**src/replayQueue_macros.svh**
```systemverilog
// Sizing constants for the scheduler replay queue.
// Include this header wherever a depth, width or limit of the queue is needed.

`ifndef REPLAY_QUEUE_MACROS_SVH
`define REPLAY_QUEUE_MACROS_SVH

// Queue depth and pointer width
`define RQ_ENTRY_NUM 16
`define RQ_INDEX_WIDTH 4

// Records that may still arrive after the stall is raised.
// The almost-full threshold leaves room for them.
`define RQ_MEM_LATENCY 3

// Saturation limit of the record and release interval counters
`define RQ_MAX_INTERVAL 7
`define RQ_INTERVAL_WIDTH 3

// Age tag width of the active list
`define RQ_ACTIVE_LIST_WIDTH 6

// MSHR entries seen by the queue
`define RQ_MSHR_NUM 4

// Opaque op data carried through the queue
`define RQ_PAYLOAD_WIDTH 16

`endif

```
**src/ReplayPkg.sv**
```systemverilog
// Vector types of the replay queue, shared by the RTL and the testbench.
// Refer to them as ReplayPkg::name.

`include "replayQueue_macros.svh"

package ReplayPkg;

    // Queue pointer and occupancy; occupancy needs one bit more to hold a full queue
    typedef logic [`RQ_INDEX_WIDTH-1:0] RqIndex;
    typedef logic [`RQ_INDEX_WIDTH:0] RqCount;

    // Cycles between two records, or between two releases
    typedef logic [`RQ_INTERVAL_WIDTH-1:0] RqInterval;

    // Age tag of an op in the active list
    typedef logic [`RQ_ACTIVE_LIST_WIDTH-1:0] ActiveListPtr;

    typedef logic [$clog2(`RQ_MSHR_NUM)-1:0] MshrId;

    typedef logic [`RQ_PAYLOAD_WIDTH-1:0] OpPayload;

    // One record word: both issue lanes plus the spacing before it
    typedef struct packed {
        logic intValid;
        ActiveListPtr intTag;
        OpPayload intPayload;
        logic memValid;
        ActiveListPtr memTag;
        logic memIsLoad;
        logic memHasMshr;
        MshrId memMshrId;
        OpPayload memPayload;
        RqInterval interval;
    } RqEntry;

endpackage

```
**src/FlushRangeTracker.sv**
```systemverilog
// Flush range tracking for the replay queue.
// Marks head ops that fall in the latched or the incoming recovery range.

`timescale 1ns/100ps

module FlushRangeTracker (
    input logic clk,
    input logic rst,
    input logic toRecovery,
    input logic flushAll,
    input ReplayPkg::ActiveListPtr flushHead,
    input ReplayPkg::ActiveListPtr flushTail,
    input ReplayPkg::RqCount occupancy,
    input logic replayNow,
    input ReplayPkg::ActiveListPtr intHeadTag,
    input ReplayPkg::ActiveListPtr memHeadTag,
    output logic flushIntHead,
    output logic flushMemHead,
    output logic flushedOpExist
);

    ReplayPkg::RqCount pendingCount;
    ReplayPkg::ActiveListPtr rangeHead;
    ReplayPkg::ActiveListPtr rangeTail;
    logic rangeAll;
    logic rangeActive;

    // Circular span from head inclusive to tail exclusive
    function automatic logic inRange(
        input logic enable,
        input ReplayPkg::ActiveListPtr head,
        input ReplayPkg::ActiveListPtr tail,
        input logic all,
        input ReplayPkg::ActiveListPtr tag
    );
        logic inSpan;
        if (head <= tail) begin
            inSpan = (tag >= head) && (tag < tail);
        end else begin
            inSpan = (tag >= head) || (tag < tail);
        end
        return enable && (all || inSpan);
    endfunction

    assign rangeActive = (pendingCount != '0);
    assign flushedOpExist = rangeActive;

    // The range takes a cycle to latch, so the incoming one is checked as well
    assign flushIntHead = inRange(rangeActive, rangeHead, rangeTail, rangeAll, intHeadTag) ||
                          inRange(toRecovery, flushHead, flushTail, flushAll, intHeadTag);
    assign flushMemHead = inRange(rangeActive, rangeHead, rangeTail, rangeAll, memHeadTag) ||
                          inRange(toRecovery, flushHead, flushTail, flushAll, memHeadTag);

    always_ff @(posedge clk) begin
        if (toRecovery) begin
            rangeHead <= flushHead;
            rangeTail <= flushTail;
            rangeAll <= flushAll;
        end
    end

    // Every entry present at recovery may hold a flushed op until it replays
    always_ff @(posedge clk) begin
        if (rst) begin
            pendingCount <= '0;
        end else if (toRecovery) begin
            pendingCount <= occupancy;
        end else if (rangeActive && replayNow) begin
            pendingCount <= pendingCount - ReplayPkg::RqCount'(1);
        end
    end

endmodule

```
**src/ReplayQueue.sv**
```systemverilog
// Top level of the scheduler replay queue.
// Records issued int and mem ops, replays them with the same spacing,
// drops flushed ops and stalls the upper stages.

`timescale 1ns/100ps

`include "replayQueue_macros.svh"

module ReplayQueue (
    input logic clk,
    input logic rst,
    input logic intRecordValid,
    input ReplayPkg::ActiveListPtr intRecordTag,
    input ReplayPkg::OpPayload intRecordPayload,
    input logic memRecordValid,
    input ReplayPkg::ActiveListPtr memRecordTag,
    input logic memRecordIsLoad,
    input logic memRecordHasMshr,
    input ReplayPkg::MshrId memRecordMshrId,
    input ReplayPkg::OpPayload memRecordPayload,
    input logic [`RQ_MSHR_NUM-1:0] mshrValid,
    input logic [`RQ_MSHR_NUM-1:0] mshrReady,
    input logic toRecovery,
    input ReplayPkg::ActiveListPtr flushHead,
    input ReplayPkg::ActiveListPtr flushTail,
    input logic flushAll,
    output logic intReplayValid,
    output ReplayPkg::ActiveListPtr intReplayTag,
    output ReplayPkg::OpPayload intReplayPayload,
    output logic memReplayValid,
    output ReplayPkg::ActiveListPtr memReplayTag,
    output logic memReplayIsLoad,
    output ReplayPkg::OpPayload memReplayPayload,
    output logic replay,
    output logic stall,
    output logic flushedOpExist
);

    ReplayPkg::RqEntry recordEntry;
    ReplayPkg::RqEntry headEntry;
    ReplayPkg::RqCount occupancy;
    logic push;
    logic pop;
    logic empty;
    logic full;
    logic almostFull;
    logic anyValidStored;
    logic flushIntHead;
    logic flushMemHead;

    ReplayRecorder recorder_i (
        .clk(clk),
        .rst(rst),
        .intRecordValid(intRecordValid),
        .intRecordTag(intRecordTag),
        .intRecordPayload(intRecordPayload),
        .memRecordValid(memRecordValid),
        .memRecordTag(memRecordTag),
        .memRecordIsLoad(memRecordIsLoad),
        .memRecordHasMshr(memRecordHasMshr),
        .memRecordMshrId(memRecordMshrId),
        .memRecordPayload(memRecordPayload),
        .full(full),
        .anyValidStored(anyValidStored),
        .recordEntry(recordEntry),
        .push(push)
    );

    ReplayStorage storage_i (
        .clk(clk),
        .rst(rst),
        .push(push),
        .pop(pop),
        .recordEntry(recordEntry),
        .headEntry(headEntry),
        .empty(empty),
        .full(full),
        .almostFull(almostFull),
        .anyValidStored(anyValidStored),
        .occupancy(occupancy)
    );

    FlushRangeTracker flushTracker_i (
        .clk(clk),
        .rst(rst),
        .toRecovery(toRecovery),
        .flushAll(flushAll),
        .flushHead(flushHead),
        .flushTail(flushTail),
        .occupancy(occupancy),
        .replayNow(replay),
        .intHeadTag(headEntry.intTag),
        .memHeadTag(headEntry.memTag),
        .flushIntHead(flushIntHead),
        .flushMemHead(flushMemHead),
        .flushedOpExist(flushedOpExist)
    );

    // The registered replay bit is the replay output itself
    ReplayReleaser releaser_i (
        .clk(clk),
        .rst(rst),
        .headEntry(headEntry),
        .empty(empty),
        .flushIntHead(flushIntHead),
        .flushMemHead(flushMemHead),
        .almostFull(almostFull),
        .mshrValid(mshrValid),
        .mshrReady(mshrReady),
        .pop(pop),
        .replayNow(replay),
        .stall(stall),
        .intReplayValid(intReplayValid),
        .intReplayTag(intReplayTag),
        .intReplayPayload(intReplayPayload),
        .memReplayValid(memReplayValid),
        .memReplayTag(memReplayTag),
        .memReplayIsLoad(memReplayIsLoad),
        .memReplayPayload(memReplayPayload)
    );

endmodule

```
**src/ReplayRecorder.sv**
```systemverilog
// Input side of the replay queue.
// Packs the issued ops of both lanes with the record interval and decides the push.

`timescale 1ns/100ps

`include "replayQueue_macros.svh"

module ReplayRecorder (
    input logic clk,
    input logic rst,
    input logic intRecordValid,
    input ReplayPkg::ActiveListPtr intRecordTag,
    input ReplayPkg::OpPayload intRecordPayload,
    input logic memRecordValid,
    input ReplayPkg::ActiveListPtr memRecordTag,
    input logic memRecordIsLoad,
    input logic memRecordHasMshr,
    input ReplayPkg::MshrId memRecordMshrId,
    input ReplayPkg::OpPayload memRecordPayload,
    input logic full,
    input logic anyValidStored,
    output ReplayPkg::RqEntry recordEntry,
    output logic push
);

    ReplayPkg::RqInterval recordInterval;
    logic recordValid;

    assign recordValid = intRecordValid | memRecordValid;

    // Once a valid op is stored every cycle is pushed, bubbles included,
    // so the spacing between stored ops survives
    assign push = !rst && !full && (recordValid || anyValidStored);

    always_comb begin
        recordEntry.intValid = intRecordValid;
        recordEntry.intTag = intRecordTag;
        recordEntry.intPayload = intRecordPayload;
        recordEntry.memValid = memRecordValid;
        recordEntry.memTag = memRecordTag;
        recordEntry.memIsLoad = memRecordIsLoad;
        recordEntry.memHasMshr = memRecordHasMshr;
        recordEntry.memMshrId = memRecordMshrId;
        recordEntry.memPayload = memRecordPayload;
        recordEntry.interval = recordInterval;
    end

    // Cycles since the last push, saturating
    always_ff @(posedge clk) begin
        if (rst) begin
            recordInterval <= '0;
        end else if (push) begin
            recordInterval <= '0;
        end else if (recordInterval < ReplayPkg::RqInterval'(`RQ_MAX_INTERVAL)) begin
            recordInterval <= recordInterval + ReplayPkg::RqInterval'(1);
        end
    end

endmodule

```
**src/ReplayReleaser.sv**
```systemverilog
// Output side of the replay queue.
// Paces pops by the stored interval, holds loads waiting on their MSHR,
// and registers the replayed ops for one cycle.

`timescale 1ns/100ps

`include "replayQueue_macros.svh"

module ReplayReleaser (
    input logic clk,
    input logic rst,
    input ReplayPkg::RqEntry headEntry,
    input logic empty,
    input logic flushIntHead,
    input logic flushMemHead,
    input logic almostFull,
    input logic [`RQ_MSHR_NUM-1:0] mshrValid,
    input logic [`RQ_MSHR_NUM-1:0] mshrReady,
    output logic pop,
    output logic replayNow,
    output logic stall,
    output logic intReplayValid,
    output ReplayPkg::ActiveListPtr intReplayTag,
    output ReplayPkg::OpPayload intReplayPayload,
    output logic memReplayValid,
    output ReplayPkg::ActiveListPtr memReplayTag,
    output logic memReplayIsLoad,
    output ReplayPkg::OpPayload memReplayPayload
);

    ReplayPkg::RqInterval releaseInterval;
    logic headValid;
    logic mshrWait;

    assign headValid = headEntry.intValid || headEntry.memValid;

    // Live load whose miss data has not arrived yet.
    // A flushed load never waits, its MSHR may already be gone
    assign mshrWait = headEntry.memValid && !flushMemHead &&
                      headEntry.memIsLoad && headEntry.memHasMshr &&
                      mshrValid[headEntry.memMshrId] && !mshrReady[headEntry.memMshrId];

    assign pop = !empty && (releaseInterval >= headEntry.interval) && !mshrWait;

    assign stall = replayNow || almostFull;

    // Cycles since the last pop, saturating
    always_ff @(posedge clk) begin
        if (rst) begin
            releaseInterval <= '0;
        end else if (pop) begin
            releaseInterval <= '0;
        end else if (releaseInterval < ReplayPkg::RqInterval'(`RQ_MAX_INTERVAL)) begin
            releaseInterval <= releaseInterval + ReplayPkg::RqInterval'(1);
        end
    end

    always_ff @(posedge clk) begin
        if (rst) begin
            intReplayValid <= 1'b0;
            memReplayValid <= 1'b0;
            replayNow <= 1'b0;
        end else begin
            intReplayValid <= pop && headEntry.intValid && !flushIntHead;
            memReplayValid <= pop && headEntry.memValid && !flushMemHead;
            // Flushed ops still count as a replay cycle
            replayNow <= pop && headValid;
        end
    end

    // Op fields only matter when the matching valid is set
    always_ff @(posedge clk) begin
        intReplayTag <= headEntry.intTag;
        intReplayPayload <= headEntry.intPayload;
        memReplayTag <= headEntry.memTag;
        memReplayIsLoad <= headEntry.memIsLoad;
        memReplayPayload <= headEntry.memPayload;
    end

endmodule

```
**src/ReplayStorage.sv**
```systemverilog
// Circular entry store of the replay queue.
// Written at the tail on push, read combinationally at the head, freed on pop.

`timescale 1ns/100ps

`include "replayQueue_macros.svh"

module ReplayStorage (
    input logic clk,
    input logic rst,
    input logic push,
    input logic pop,
    input ReplayPkg::RqEntry recordEntry,
    output ReplayPkg::RqEntry headEntry,
    output logic empty,
    output logic full,
    output logic almostFull,
    output logic anyValidStored,
    output ReplayPkg::RqCount occupancy
);

    localparam ReplayPkg::RqCount AlmostFullLevel =
        ReplayPkg::RqCount'(`RQ_ENTRY_NUM - `RQ_MEM_LATENCY);

    ReplayPkg::RqEntry entries [`RQ_ENTRY_NUM];
    ReplayPkg::RqIndex headPtr;
    ReplayPkg::RqIndex tailPtr;
    ReplayPkg::RqCount validCount;
    logic pushValid;
    logic popValid;

    assign headEntry = entries[headPtr];

    // Entries that hold at least one op, as opposed to bubbles
    assign pushValid = push && (recordEntry.intValid || recordEntry.memValid);
    assign popValid = pop && (headEntry.intValid || headEntry.memValid);

    assign empty = (occupancy == '0);
    assign full = (occupancy == ReplayPkg::RqCount'(`RQ_ENTRY_NUM));
    assign almostFull = (occupancy >= AlmostFullLevel);
    assign anyValidStored = (validCount != '0);

    always_ff @(posedge clk) begin
        if (push) begin
            entries[tailPtr] <= recordEntry;
        end
    end

    always_ff @(posedge clk) begin
        if (rst) begin
            headPtr <= '0;
            tailPtr <= '0;
            occupancy <= '0;
            validCount <= '0;
        end else begin
            // Pointers wrap on their own since the depth is a power of two
            if (push) begin
                tailPtr <= tailPtr + ReplayPkg::RqIndex'(1);
            end
            if (pop) begin
                headPtr <= headPtr + ReplayPkg::RqIndex'(1);
            end

            case ({push, pop})
                2'b10: occupancy <= occupancy + ReplayPkg::RqCount'(1);
                2'b01: occupancy <= occupancy - ReplayPkg::RqCount'(1);
                default: occupancy <= occupancy;
            endcase

            case ({pushValid, popValid})
                2'b10: validCount <= validCount + ReplayPkg::RqCount'(1);
                2'b01: validCount <= validCount - ReplayPkg::RqCount'(1);
                default: validCount <= validCount;
            endcase
        end
    end

endmodule

```
**config.mk**
```make
export PLATFORM = sky130hd
export DESIGN_NAME = ReplayQueue
export DESIGN_NICKNAME = d
export VERILOG_FILES = /design/src/ReplayPkg.sv /design/src/FlushRangeTracker.sv /design/src/ReplayQueue.sv /design/src/ReplayRecorder.sv /design/src/ReplayReleaser.sv /design/src/ReplayStorage.sv
export VERILOG_INCLUDE_DIRS = /design/src /design/src/src
export SDC_FILE = /design/constraint.sdc
export NUM_CORES = 1
export LEC_CHECK = 0
export ABC_CLOCK_PERIOD_IN_PS = 8400
export BUFFER_PORTS_ARGS = -buffer_cell sky130_fd_sc_hd__buf_2
export CAP_MARGIN = 20
export CORE_MARGIN = 8
export CORE_UTILIZATION = 35
export CTS_CLUSTER_DIAMETER = 40
export DETAILED_ROUTE_END_ITERATION = 10
export PLACE_DENSITY = 0.57
export SYNTH_ARGS = -nofsm -noshare
export SYNTH_HDL_FRONTEND = slang
export SYNTH_SLANG_ARGS = --single-unit
```
**constraint.sdc**
```tcl
create_clock -name clk -period 8.4 [get_ports clk]
set_clock_uncertainty 0.15 [all_clocks]
set_input_delay 0.84 -clock clk [delete_from_list [all_inputs] [get_ports clk]]
set_output_delay 0.84 -clock clk [all_outputs]
set_load 0.005 [all_outputs]
```
==> flow_summary.toml, run 1 <==
[cells_and_area]
nets = 2036
nFillCells = 9005
multiInputGateArea_um2 = 8490
drive_above_1_share_pct = 33.2
syn2layout_area_growth_pct = 19.3
instances_no_fill = 3379
final_util_pct = 42.0
regArea_um2 = 27500

[clock_tree]
cts_buffers = 134
htree_levels = 4
cts-root-buf = "clkbuf_16"
clk_path_buf_depth = 3
post_cts_resize_count = 0
insertion_delay_ns = 0.72
post_cts_buffers = 0
clkSlewWorstSetupHoldPaths_ns = 0.05
numClockSinks = 942
holdBufCountCts = 0
cts_tree = "yes"

[sta]
hold_viol = 0
tightest_slew_ns = 1.12
rsz0062_at_grt = "no"
slew_headroom_pct = 25.5
maxSlewViolCount = 0
timing.fmax_mhz = 165
timing.final.crit_period_ns = 6.06
setup_tns_ns = 0
period_share_pct = 72.1
setup_viol = 0

[hold_path]
hold_path.startpoint = "flushTail[1]"
hp-class = "in -> reg"

[setup_path]
endpoint = "storage_i.validCount[4]$_SDFFE_PP0P_"
start_kind = "register"
required_ns = 8.88
ff2ff_path_depth = 17
path_max_fanout = 64
arrival_ns = 6.54
end_kind = "register"
crit_chain = "buf_4, mux4_2, mux4_2, mux2i_1, mux2i_1, nand3_1, o41a_1, nor2b_1, ha_1, inv_1, fa_1, inv_1, a21o_1, a21oi_1, xnor2_1, or3_1, a21oi_1"
r2r-end = "storage_i.validCount[4]$_SDFFE_PP0P_"
cp_slowest_stage_delay_ns = 0.92
worstSetupPathType = "reg -> reg"
cp_slowest_cell = "buf_4"
rrSetupSlack_ns = 2.34

[route]
via_per_inst = 5.09
drtAntennaViolNets = 0
routed_wl_mm = 84.5
drt_iter0_drc = 1117
drcViolationCount = 0
via_count = 17200
wire_per_inst_um = 25.0
firstDrtPassIters = 5

[yosys]
syn_area_per_cell_um2 = 21.9
syn_area_um2 = 36400
netlist_top_cells_area = "edfxtp_1 71%, mux4_2 16%, dfxtp_1 4.5%"
synthCells = 1663
synth_top_area_share_pct = 71.1
yosysMostFrequentCell = "edfxtp_1"
yosys-top-cells-count = "861 x edfxtp_1, 261 x mux4_2, 81 x dfxtp_1"
syn_nets = 1814
ys_ff_latch = 942
yosysWarnings = 0
ys.flop_type = "edfxtp_1"
yosysSeqAreaShare_pct = 75.5
synth.largest_area_cell = "edfxtp_1"
synth-edff-count = 861
synth_cell_types = 57
async_flop_share_pct = 0

[placed_design]
port_buffers = 123
place.gp.congestion = 0.745
hpwlAfterDp_mm = 45.3
dp.cells = 3128

[global_routing]
grt_max_degree = 107
grt_util_all_layers_pct = 14.6
antenna_found_initial = 17
grt_first_pass_wirelength_mm = 125
overflow = 0
grt_pass1_vias = 18500

[power_and_ir_drop]
power_leakage_uw = 0.0140
ir_drop_mv = 0.198
powerDensity_nw_per_um2 = 307

[die]
die_w_um = 338
dieHeight_um = 338
start_util_pct = 35.2
design.core.area_um2 = 103000
die-area_um2 = 115000
rows = 118
io_pins = 124

[run]
maxCapViolCount = 0

[outcome]
outcome = "completed"
[registers in the layout (all words and copies together), names as in the netlist, named ones only]
| register | flops |
|---|---|
| storage_i.entries | 848 |
| releaser_i.intReplayPayload | 16 |
| releaser_i.memReplayPayload | 16 |
| flushTracker_i.rangeHead | 6 |
| flushTracker_i.rangeTail | 6 |
| releaser_i.intReplayTag | 6 |
| releaser_i.memReplayTag | 6 |
| flushTracker_i.pendingCount | 5 |
| storage_i.occupancy | 5 |
| storage_i.validCount | 5 |
| storage_i.headPtr | 4 |
| storage_i.tailPtr | 4 |
| recorder_i.recordInterval | 3 |
| releaser_i.releaseInterval | 3 |
| flushTracker_i.rangeAll | 1 |
| releaser_i.intReplayValid | 1 |
| releaser_i.memReplayIsLoad | 1 |
| releaser_i.memReplayValid | 1 |
| releaser_i.replayNow | 1 |
[metrics by stage]
step                setup slack, ns  total power, uW  cell area [um2]  hold slack [ns]
finish                         2.34            13300            43400            0.184
global route                   1.82            13900            43400            0.151
CTS                            2.24            13500            43400            0.138
detailed placement             2.28             7860            38800            0.340
global placement               2.30             7810            38800            0.331
floorplan                      2.47             7170            36400            0.308
[per-layer routing]
| layer | GRT usage (%) | wire length (um) | up-vias |
|---|---|---|---|
| met5 | 0 | 88 | - |
| met1 | 19.0 | 36100 | 9198 |
| met4 | 4.28 | 1800 | 12 |
| met2 | 24.5 | 42600 | 425 |
| li1 | - | - | 7412 |
| met3 | 3.19 | 3920 | 146 |
[cells by family after synthesis]
family | synth area share, %
fa+ha+maj | 2.72
mux | 16.5
compound gates | 1.68
xor+xnor | 0.337
simple gates | 1.85
buf+inv | 1.43
flops | 75.5
[worst min-delay path by stage]
stage	endpoint	slack, ns	depth (start not counted)
CTS	flushTracker_i.rangeTail[1]$_DFFE_PP_	0.14	1
global route	flushTracker_i.rangeTail[1]$_DFFE_PP_	0.15	1
global placement	releaser_i.releaseInterval[0]$_SDFFE_PP0N_	0.33	1
floorplan	storage_i.validCount[4]$_SDFFE_PP0P_	0.31	2
detailed placement	storage_i.validCount[4]$_SDFFE_PP0P_	0.34	2
finish	flushTracker_i.rangeTail[1]$_DFFE_PP_	0.18	1
[cells in the final DEF (no fill, tap or decap), types with 19 or more instances in the layout]
master | Yosys | routed
buf_2 | 23 | 123
ha_1 | 75 | 75
edfxtp_1 | 861 | 861
clkbuf_16 | 0 | 139
buf_4 | 2 | 30
nor2_1 | 57 | 45
dfxtp_1 | 81 | 77
nand2_1 | 25 | 25
mux4_2 | 261 | 261
inv_1 | 48 | 48
clkbuf_1 | 37 | 19
a21oi_1 | 36 | 36
[layout make-up]
| type | count | share of cell area, % |
|---|---|---|
| antenna | 3 | 0.0173 |
| clock buffer | 160 | 8.24 |
| clock inverter | 87 | 2.32 |
| inverter | 49 | 0.424 |
| multi-input combinational | 602 | 19.6 |
| sequential | 942 | 63.3 |
| tap | 1380 | 3.98 |
| timing repair buffer | 156 | 2.11 |
[where the power goes]
part / switching [uW] / total (uW) / internal [uW]
clock network: 2170 / 5620 / 3450
registers: 155 / 5620 / 5470
logic: 1090 / 2100 / 1010
[critical path: cells and delay by family, from the launching register on]
family,cells,cell delay (ns)
simple gates,3,0.71
fa+ha+maj,2,0.47
mux,4,1.40
compound gates,4,1.01
buf+inv,3,1.10
xor+xnor,1,0.10
flops,1,0.90
Power figures use the tool's default switching activity.
==> inputs of run 2 (changes only) <==
--- a/config.mk
+++ b/config.mk
@@ -6,7 +6,7 @@
 export SDC_FILE = /design/constraint.sdc
 export NUM_CORES = 1
 export LEC_CHECK = 0
-export ABC_CLOCK_PERIOD_IN_PS = 8400
+export ABC_CLOCK_PERIOD_IN_PS = 5900
 export BUFFER_PORTS_ARGS = -buffer_cell sky130_fd_sc_hd__buf_2
 export CAP_MARGIN = 20
 export CORE_MARGIN = 8
==> constraint.sdc (replaced) <==
create_clock -name clk -period 5.9 [get_ports clk]
set_clock_uncertainty 0.15 [all_clocks]
set_input_delay 0.59 -clock clk [delete_from_list [all_inputs] [get_ports clk]]
set_output_delay 0.59 -clock clk [all_outputs]
set_load 0.005 [all_outputs]
==> flow_summary.toml, run 2 (synthesis results as in run 1) <==
[power_and_ir_drop]
power_leakage_uw = 0.0141
total_power_uw = 18600
p_sw_uw = 4730
p_clk_share_pct = 40.7
seqPwrFrac_pct = 42.9
p_comb_share_pct = 16.4
powerDensity_nw_per_um2 = 429
ir_drop_mv = 0.329
intPower_uw = 13900
p_sw_share_pct = 25.4

[sta]
slew_headroom_pct = 29.2
setup_viol = 0
holdWs_ns = 0.125
timing.final.crit_period_ns = 5.55
rsz0062_at_grt = "no"
setup_tns_ns = 0
hold_viol = 0
period_share_pct = 94.1
maxSlewViolCount = 0
tightest_slew_ns = 1.06
timing.fmax_mhz = 180

[placed_design]
place.gp.congestion = 0.774
port_buffers = 123
hpwlAfterDp_mm = 46.9

[cells_and_area]
drive_above_1_share_pct = 32.9
largest_reg_flops = 848
regArea_um2 = 27500
layout_common_cells = "861 x edfxtp_1, 261 x mux4_2, 124 x clkbuf_16"
nFillCells = 8979
multiInputGateArea_um2 = 8490
top_regs = "storage_i.entries: 848 flops, releaser_i.intReplayPayload: 16 flops, releaser_i.memReplayPayload: 16 flops"
syn2layout_area_growth_pct = 19.4
top_register = "storage_i.entries"
final_util_pct = 42.0
nets = 2052
mostFrequentLayoutCell = "edfxtp_1"

[die]
design.core.area_um2 = 103000
rows = 118
io_pins = 124
die_w_um = 338
dieHeight_um = 338
die-area_um2 = 115000
start_util_pct = 35.2

[clock_tree]
numClockSinks = 942
cts-root-buf = "clkbuf_16"
htree_levels = 3
clkSlewWorstSetupHoldPaths_ns = 0.06
post_cts_buffers = 0
clk_path_buf_depth = 3
insertion_delay_ns = 0.69
cts_buffers = 121
cts_tree = "yes"

[global_routing]
grt_max_degree = 125
grt_first_pass_wirelength_mm = 124
overflow = 0
grt_util_all_layers_pct = 14.4
grt_pass1_vias = 18400
antenna_found_initial = 16

[hold_path]
hp-class = "in -> reg"
hold_path.startpoint = "memRecordTag[5]"

[run]
maxCapViolCount = 0

[setup_path]
end_kind = "register"
path_max_fanout = 28
worstSetupPathType = "reg -> reg"
required_ns = 6.35
arrival_ns = 6.01
start_kind = "register"

[route]
wire_per_inst_um = 24.8
drt_iter0_drc = 1248
drtAntennaViolNets = 0
routed_wl_mm = 84.0
via_count = 17300
firstDrtPassIters = 4
via_per_inst = 5.10
drcViolationCount = 0

[outcome]
outcome = "completed"
==> run 2: cell types whose count changed in the layout (fill, tap and decap cells not counted), sizes merged <==
| cell | previous run | this run |
|---|---|---|
| buf | 156 | 172 |
| bufinv | 11 | 15 |
| clkbuf | 160 | 148 |
| clkinv | 40 | 42 |
| clkinvlp | 15 | 6 |
| diode | 3 | 4 |
| dlygate4sd3 | 0 | 13 |
| inv | 70 | 67 |
==> run 2: path summary, 6_finish.rpt <==
| check | to | depth (start not counted) | slack (ns) |
|---|---|---|---|
| max reg2reg | storage_i.occupancy[4]$_SDFFE_PP0P_ | 19 | 0.35 |
| min reg2reg | storage_i.validCount[4]$_SDFFE_PP0P_ | 2 | 0.36 |
| min | storage_i.entries[7][28]$_DFFE_PP_ | 1 | 0.13 |
| max | storage_i.occupancy[4]$_SDFFE_PP0P_ | 19 | 0.35 |
==> run 2: layer usage <==
metal	track usage (%)	part of all wire [%]	wire, um	up-vias
met5	0	0.081	68	-
met3	2.98	5.3	4420	164
li1	-	-	-	7444
met4	4.14	2.5	2130	10
met1	18.9	43	35900	9240
met2	24.3	49	41500	443
==> run 2: per-stage QoR <==
stage | area (um2) | worst slack (ns) | std cells
6_report | 43400 | 0.346 | 3391
5_1_grt | 43400 | 0.0422 | 3387
4_1_cts | 43400 | 0.299 | 3387
3_5_place_dp | 39000 | 0.392 | 3145
3_3_place_gp | 39000 | 0.569 | 3145
2_1_floorplan | 36400 | 0.0449 | 1663
==> run 2: final cells by class <==
| type | count | share of cell area (%) |
|---|---|---|
| inverters | 49 | 0.424 |
| clock inverters | 81 | 2.35 |
| clock buffers | 148 | 7.49 |
| flip-flops and latches | 942 | 63.3 |
| repair buffers | 185 | 2.86 |
| multi-input cells | 602 | 19.6 |
| diodes | 4 | 0.0231 |
| well taps | 1380 | 3.98 |
==> run 2: critical path, cell delays in order, from the launching register on <==
cell      delay [ns]
dfxtp_4         0.52
buf_4           0.45
mux4_2          0.37
mux4_2          0.59
ha_1            0.25
nor4_1          0.28
nand2_1         0.08
a31oi_1         0.29
o311ai_0        0.22
o41a_1          0.46
buf_4           0.19
ha_1            0.24
inv_1           0.12
fa_1            0.23
inv_1           0.06
a21o_1          0.16
a21oi_1         0.19
xnor2_1         0.11
or3_1           0.33
a21oi_1         0.18
==> run 2: power by group through the flow <==
| stage | clock, uW | sequential [uW] | combinational (uW) |
|---|---|---|---|
| 6_report | 7570 | 7990 | 3050 |
| 5_1_grt | 7990 | 8040 | 3340 |
| 4_1_cts | 7730 | 8000 | 3120 |
| 3_5_place_dp | 0 | 8140 | 3100 |
| 3_3_place_gp | 0 | 8120 | 3040 |
| 2_1_floorplan | 0 | 8080 | 2130 |
==> run 2: what timing repair did <==
| action | in CTS | in global routing |
|---|---|---|
| hold buffers | 13 | 0 |
| endpoints found under the setup margin | 0 | 1 |
| hold endpoints to repair | 13 | 0 |
| gates resized for setup | 0 | 1 |
